## src/design/ooo_pkg.sv

```systemverilog
`default_nettype none

package ooo_pkg;

    localparam int ROB_DEPTH    = 8;
    localparam int ALU_RS_DEPTH = 4;
    localparam int MUL_RS_DEPTH = 2;
    localparam int BR_RS_DEPTH  = 2;
    localparam int MEM_RS_DEPTH = 4;

    typedef logic [31:0] word_t;
    typedef logic [4:0]  reg_addr_t;
    typedef logic [2:0]  rob_idx_t;
    typedef logic [1:0]  op_class_t;
    typedef logic [3:0]  op_code_t;

    // operation classes, also the fu_ready bit positions
    localparam op_class_t OPC_ALU = 2'd0;
    localparam op_class_t OPC_MUL = 2'd1;
    localparam op_class_t OPC_BR  = 2'd2;
    localparam op_class_t OPC_MEM = 2'd3;

    typedef struct packed {
        logic      valid;
        op_class_t op_class;
        op_code_t  op;
        reg_addr_t rd_addr;
        reg_addr_t rs1_addr;
        reg_addr_t rs2_addr;
        rob_idx_t  rd_rob_idx;
        rob_idx_t  rs1_rob_idx;
        rob_idx_t  rs2_rob_idx;
        word_t     imm;
        logic      use_imm;
    } dispatch_pkt_t;

    typedef struct packed {
        logic     valid;
        rob_idx_t rob_idx;
        word_t    data;
    } cdb_port_t;

    typedef struct packed {
        cdb_port_t alu;
        cdb_port_t mul;
        cdb_port_t mem;
    } cdb_t;

    // station slot, same layout goes out on issue
    typedef struct packed {
        logic      valid;
        op_class_t op_class;
        op_code_t  op;
        rob_idx_t  rd_rob_idx;
        rob_idx_t  rs1_tag;
        logic      rs1_ready;
        word_t     rs1_data;
        rob_idx_t  rs2_tag;
        logic      rs2_ready;
        word_t     rs2_data;
        word_t     imm;
        logic      use_imm;
    } rs_entry_t;

    typedef struct packed {
        logic  valid;
        word_t data;
    } rob_result_t;

    // first broadcasting port carrying this tag, alu before mul before mem
    function automatic cdb_port_t cdb_match(input cdb_t c, input rob_idx_t tag);
        cdb_port_t m;
        m = '0;
        if (c.alu.valid && c.alu.rob_idx == tag) begin
            m = c.alu;
        end else if (c.mul.valid && c.mul.rob_idx == tag) begin
            m = c.mul;
        end else if (c.mem.valid && c.mem.rob_idx == tag) begin
            m = c.mem;
        end
        return m;
    endfunction

endpackage

`default_nettype wire

```

## src/design/rob_result_table.sv

```systemverilog
`default_nettype none
`timescale 1ns/1ps

module rob_result_table (
    input  logic                clk,
    input  logic                rst,
    input  ooo_pkg::cdb_t       cdb,
    input  logic                alloc_valid,
    input  ooo_pkg::rob_idx_t   alloc_rob_idx,
    input  logic                commit_valid,
    input  ooo_pkg::rob_idx_t   commit_rob_idx,
    output ooo_pkg::rob_result_t rob_results [ooo_pkg::ROB_DEPTH]
);
    import ooo_pkg::*;

    logic [ROB_DEPTH-1:0] valid_q;
    word_t                data_q [ROB_DEPTH];
    cdb_port_t            wr     [ROB_DEPTH];
    logic [ROB_DEPTH-1:0] clr;

    always_comb begin
        for (int i = 0; i < ROB_DEPTH; i++) begin
            wr[i]  = cdb_match(cdb, rob_idx_t'(i));
            clr[i] = (alloc_valid && alloc_rob_idx == rob_idx_t'(i)) ||
                     (commit_valid && commit_rob_idx == rob_idx_t'(i));
        end
    end

    // a writeback wins over a clear of the same tag
    always_ff @(posedge clk) begin
        if (rst) begin
            valid_q <= '0;
        end else begin
            for (int i = 0; i < ROB_DEPTH; i++) begin
                if (wr[i].valid) begin
                    valid_q[i] <= 1'b1;
                end else if (clr[i]) begin
                    valid_q[i] <= 1'b0;
                end
            end
        end
    end

    always_ff @(posedge clk) begin
        for (int i = 0; i < ROB_DEPTH; i++) begin
            if (wr[i].valid) begin
                data_q[i] <= wr[i].data;
            end
        end
    end

    always_comb begin
        for (int i = 0; i < ROB_DEPTH; i++) begin
            rob_results[i].valid = valid_q[i];
            rob_results[i].data  = data_q[i];
        end
    end

endmodule

`default_nettype wire

```

## config.mk

```make
export PLATFORM = sky130hd
export DESIGN_NAME = rob_result_table
export DESIGN_NICKNAME = d
export VERILOG_FILES = /design/src/design/ooo_pkg.sv /design/src/design/rob_result_table.sv
export SDC_FILE = /design/constraint.sdc
export NUM_CORES = 1
export LEC_CHECK = 0
export BUFFER_PORTS_ARGS = -buffer_cell sky130_fd_sc_hd__buf_2
export CORE_MARGIN = 3
export CORE_UTILIZATION = 30
export CTS_CLUSTER_SIZE = 30
export DETAILED_ROUTE_END_ITERATION = 8
export HOLD_SLACK_MARGIN = 0.06
export PLACE_DENSITY_LB_ADDON = 0.08
export SLEW_MARGIN = 30
export SYNTH_ARGS = -nofsm -noshare
export SYNTH_HDL_FRONTEND = slang
export SYNTH_SLANG_ARGS = --single-unit
```

## constraint.sdc

```tcl
create_clock -name clk -period 2.57 [get_ports clk]
set_input_delay 0.1285 -clock clk [delete_from_list [all_inputs] [get_ports clk]]
set_output_delay 0.1285 -clock clk [all_outputs]
set_load 0.05 [all_outputs]
```

* Yosys cells after proc, flatten, opt, wreduce, memory -nomap -nowiden
Memory sizes are Yosys's and may differ from the RTL's.
Cells that the tools add are included.
** Word-level totals
- RAM bits :: 256
- Output and inout port bits :: 264
- Register bits :: 8
- Memories kept :: 1
- Logic and storage cells :: 161
** Memories
- data_q :: depth 8, bits a word 32, read ports 8, clocked after memory_dff 0, wr ports 8, RTL line rob_result_table.sv:17 : word_t data_q [ROB_DEPTH];
** Operators by class
- Equal/unequal tests :: 35
- Mux-type cells :: 56
- Reductions and logical operators :: 61
** Operator list (number)
- $mux 36 :: 24
- $eq 3x3->1 const B :: 20
- $logic_and 1x1->1 :: 40
- $mux 1 :: 32
- $eq 3x2->1 const B :: 10
- $reduce_bool 2->1 :: 8
- $eq 3x1->1 const B :: 5
- $logic_not 3->1 :: 5
- $logic_or 1x1->1 :: 8

* Logic depth before layout (Yosys ltp)
- Depth in word-level cells :: 7
- Gate-level depth with buffers :: 6

* Worst setup path after synthesis
Ideal clock, no wire load.
- Kind :: input-to-reg
- Start point :: input port cdb[106] (netlist name)
- End point :: memory data_q[0][64] (netlist name) (enable)
- Buffers on the path :: 2
- Data arrival time :: 1628 ps
- Path slack :: 381 ps
- Stages on the path :: 4
- Setup time :: 561 ps
- Data required time :: 2009 ps
- Cell sequence :: nand4bb_1 > clkbuf_1 > buf_1 > nand3_1
** RTL lines
- from (decl) :: RTL line rob_result_table.sv:7 : input ooo_pkg::cdb_t cdb,
- to (decl) :: RTL line rob_result_table.sv:17

* Final worst setup path
- Start point :: input port commit_rob_idx[1]
- End point :: register valid_q[7]
** On the way
- Longest elaborated chain between the ends :: 4
** RTL lines
- from (decl) :: RTL line rob_result_table.sv:11 : input ooo_pkg::rob_idx_t commit_rob_idx,
- $eq 3x3->1 :: RTL line rob_result_table.sv:25 : (commit_valid && commit_rob_idx == rob_idx_t'(i));
- $logic_and 1x1->1 :: RTL line rob_result_table.sv:25
- $logic_or 1x1->1 :: RTL line rob_result_table.sv:24 : clr[i] = (alloc_valid && alloc_rob_idx == rob_idx_t'(i)) ||
- $reduce_bool 2->1 (no line)
- to (signal assigned) :: RTL line rob_result_table.sv:32 : valid_q <= '0;
- to (signal, indexed assignment) :: RTL line rob_result_table.sv:36 : valid_q[i] <= 1'b1;
- to (signal, indexed assignment) :: RTL line rob_result_table.sv:38 : valid_q[i] <= 1'b0;
- to (decl) :: RTL line rob_result_table.sv:16 : logic [ROB_DEPTH-1:0] valid_q;
No other way between the ends.
A chain may end at the register's enable or synchronous reset.

==> run_results.csv <==
group,metric,value,unit
setup_path,cp.arrival,2.81,ns
clocking,cts.sinks,264,
grt,grt_pass1_wl,98400,um
setup_path,crit_path_start_kind,"input pin",
run_status,status,"complete, no violations",
grt,grt_max_degree,66,
setup_path,critPathCaptureType,"flop",
sta,finalHoldViolCount,0,
worst_hold_path,hold_path.class,"in2reg",
sta,fin_tns_setup,0,ns
synth,yosys.area_share.simple,25.8,%
synth,synthFlopType,"edfxtp_1",
sta,timing.final.crit_share,91.5,%
grt,grt_overflow,0,
grt,grt_use_total,26.3,%
power_and_ir_drop,pwr-share-clk,33.5,%
synth,ys_seq_area_share,54.1,%
run,drv_cap,0,
sta,fmax,425,MHz
synth,async_flop_share,0,%
setup_path,worstSetupPathType,"in2reg",
final_layout,syn_to_final_growth,32.3,%
power_and_ir_drop,seqPwrFrac,43.2,%
sta,rsz0062_at_grt,"false",
routing,wirelength,69800,um
setup_path,cpMaxStageDelayCell,"dlygate4sd3_1",
sta,setup_slack,0.219,ns
floorplan,dieArea,0.0510,sq mm
power_and_ir_drop,ir_drop,0.617,mV
setup_path,required,3.03,ns
routing,drc_errors,0,
synth,synth_edf_count,256,
floorplan,die_width,226,um
synth,netlist_area,0.0145,sq mm
clocking,cts_tree,"built",
clocking,cts_setup_buffers,0,
setup_path,cpPeakStageDelay,0.60,ns
routing,vias_per_cell,5.53,
clocking,clk_path_buf_depth,3,
power_and_ir_drop,p_leak,6.67,nW
clocking,clk_pin_slew,0.06,ns
power_and_ir_drop,p_per_area,640,mW/mm^2
floorplan,start_util,30.8,%
synth,synth.ff_latch_count,264,
synth,synthAdderAreaFrac,0,%
setup_path,cpMostUsedCell,"dlygate4sd3_1",
placed_design,place_ws,0.571,ns
clocking,h-tree-depth,1,
sta,worst_pin_slew,0.826,ns
power_and_ir_drop,switching_share,34.1,%
grt,antenna_found_initial,1,
sta,slew_violations,0,
synth,synth.mux.area_fraction,0,%
sta,finClkSkew,0,ns
routing,first_iter_violations,1451,
synth,netlist-cell-type-count,32,
final_layout,final_layout_size_suffix_gt1_share,25.4,%
placed_design,gp_congestion,0.837,
placed_design,port_buffers,381,
grt,grt_pass1_vias,13600,
routing,dr.pass1.iters,5,
floorplan,die_h,226,um
floorplan,row_count,79,
clocking,clk_latency,0.57,ns
sta,hold_ws,0.0955,ns
floorplan,num_io_pins,382,
placed_design,post-dp-hpwl,45700,um
clocking,cts_root_buf,"clkbuf_16",
power_and_ir_drop,p_comb_share,23.3,%
synth,synth_nets,1734,
placed_design,placed_area,0.0168,sq mm
final_layout,num-nets-final,2110,
final_layout,antenna_cells,0,
sta,period_needed,2.35,ns
routing,antenna_left,0,
final_layout,fillCellCount,4587,
sta,maxSlewHeadroom,44.8,%
routing,vias,14500,
sta,setup_viol,0,
routing,wl_per_cell,26.6,um
synth,synth-compound-area-share,11.9,%
clocking,cts_inserted_buffers,31,
setup_path,path_cells,"dlygate4sd3_1, buf_2, nand4_1, dlygate4sd3_1, nand3_1, dlygate4sd3_1, a41oi_1, dlygate4sd3_1",
synth,syn_area_per_cell,8.98,sq um
power_and_ir_drop,internal_power,8.08,mW
synth,netlist_instances,1616,
power_and_ir_drop,p_switching,4.19,mW
floorplan,core_area,0.0471,sq mm
final_layout,design_area,0.0192,sq mm
synth,synth_top_family_by_area,"simple AND/OR/NAND/NOR gates",
synth,synthXorXnorAreaFrac,0,%
synth,yosys_warnings,0,
final_layout,final_core_util,40.7,%
setup_path,cp_max_fo,7,
timing repair:
action | 4_1_cts | 5_1_grt
hold buffers | 154 | 0
hold endpoints to repair | 247 | 0
resized for setup | 0 | 0
per-layer routing:
layer / vias to the layer above / track usage [%] / wire, um
met5: - / 0 / 7
met4: 2 / 7.32 / 1940
met3: 103 / 4.32 / 5730
met2: 793 / 41.9 / 31600
met1: 7034 / 37.1 / 30400
li1: 6547 / - / -
logic make-up after synthesis:
family                 count (synthesis)
buffers and inverters                254
AOI/OAI and AO/OA                    269
DFF                                  264
and+or+nand+nor                      829
cell usage in the layout, fill, tap and decap left out, types with 8 or more instances in the layout:
cell type,instances
nand3_1,258
dfxtp_1,8
nand2_1,259
buf_2,381
buf_12,8
a31oi_1,256
dlygate4sd3_1,154
clkbuf_1,8
nor2_1,257
edfxtp_1,256
clkbuf_16,31
buf_4,50
nand4b_1,10
final cells by class:
type                    instances  area, sq um  area share, %
clock buffers                  39          806           4.20
clock inverters                13         85.1          0.443
inverters                       4         15.0         0.0783
multi-input cells            1098         5690           29.7
flip-flops and latches        264         7850           40.9
well taps                     607          759           3.96
repair buffers                593         3980           20.8
through the flow:
stage | power [mW] | cells
2_1_floorplan | 7.15 | 1616
3_3_place_gp | 8.04 | 2412
3_5_place_dp | 8.05 | 2412
4_1_cts | 12.3 | 2618
5_1_grt | 12.6 | 2618
6_report | 12.3 | 2618
power by group through the flow:
stage / clock, mW / sequential, mW / combinational [mW]
after floorplan: 0 / 6.50 / 0.649
after global placement: 0 / 5.39 / 2.65
after detailed placement: 0 / 5.38 / 2.66
after CTS: 4.17 / 5.30 / 2.85
after global routing: 4.35 / 5.32 / 2.97
final: 4.12 / 5.30 / 2.86
registers in the layout, summed over array words and instances, names as in the netlist:
signal	flops
data_q	256
valid_q	8
worst paths after layout:
check | slack, ns | start | endpoint | cells past startpoint
min | 0.1 | alloc_rob_idx[1] | valid_q[6] | 4
max reg2reg | 0.74 | valid_q[7] | valid_q[7] | 4
max | 0.22 | commit_rob_idx[1] | valid_q[7] | 8
min reg2reg | 0.57 | valid_q[6] | valid_q[6] | 2
synthesized netlist by cell type, drive strengths merged (3+ instances only):
cell,instances,share of area [%]
nand3,263,9.1
nor4bb,7,0.48
nor4b,4,0.39
or3b,3,0.18
nand2,259,6.7
nand4,5,0.22
inv,4,0.10
and4b,6,0.41
buf,112,4.3
o311ai,4,0.24
clkbuf,138,3.8
o21ba,3,0.21
nor2,257,6.7
dfxtp,8,1.1
a31oi,256,11
nand4b,10,0.60
edfxtp,256,53
a41oi,5,0.30
nand4bb,6,0.47
worst max-delay path: cells and delay by family:
kind / cells / cell delay (ns)
buf+inv: 5 / 2.38
simple gates: 2 / 0.18
compound gates: 1 / 0.12
Note: power is estimated with default switching activity, not from simulation.
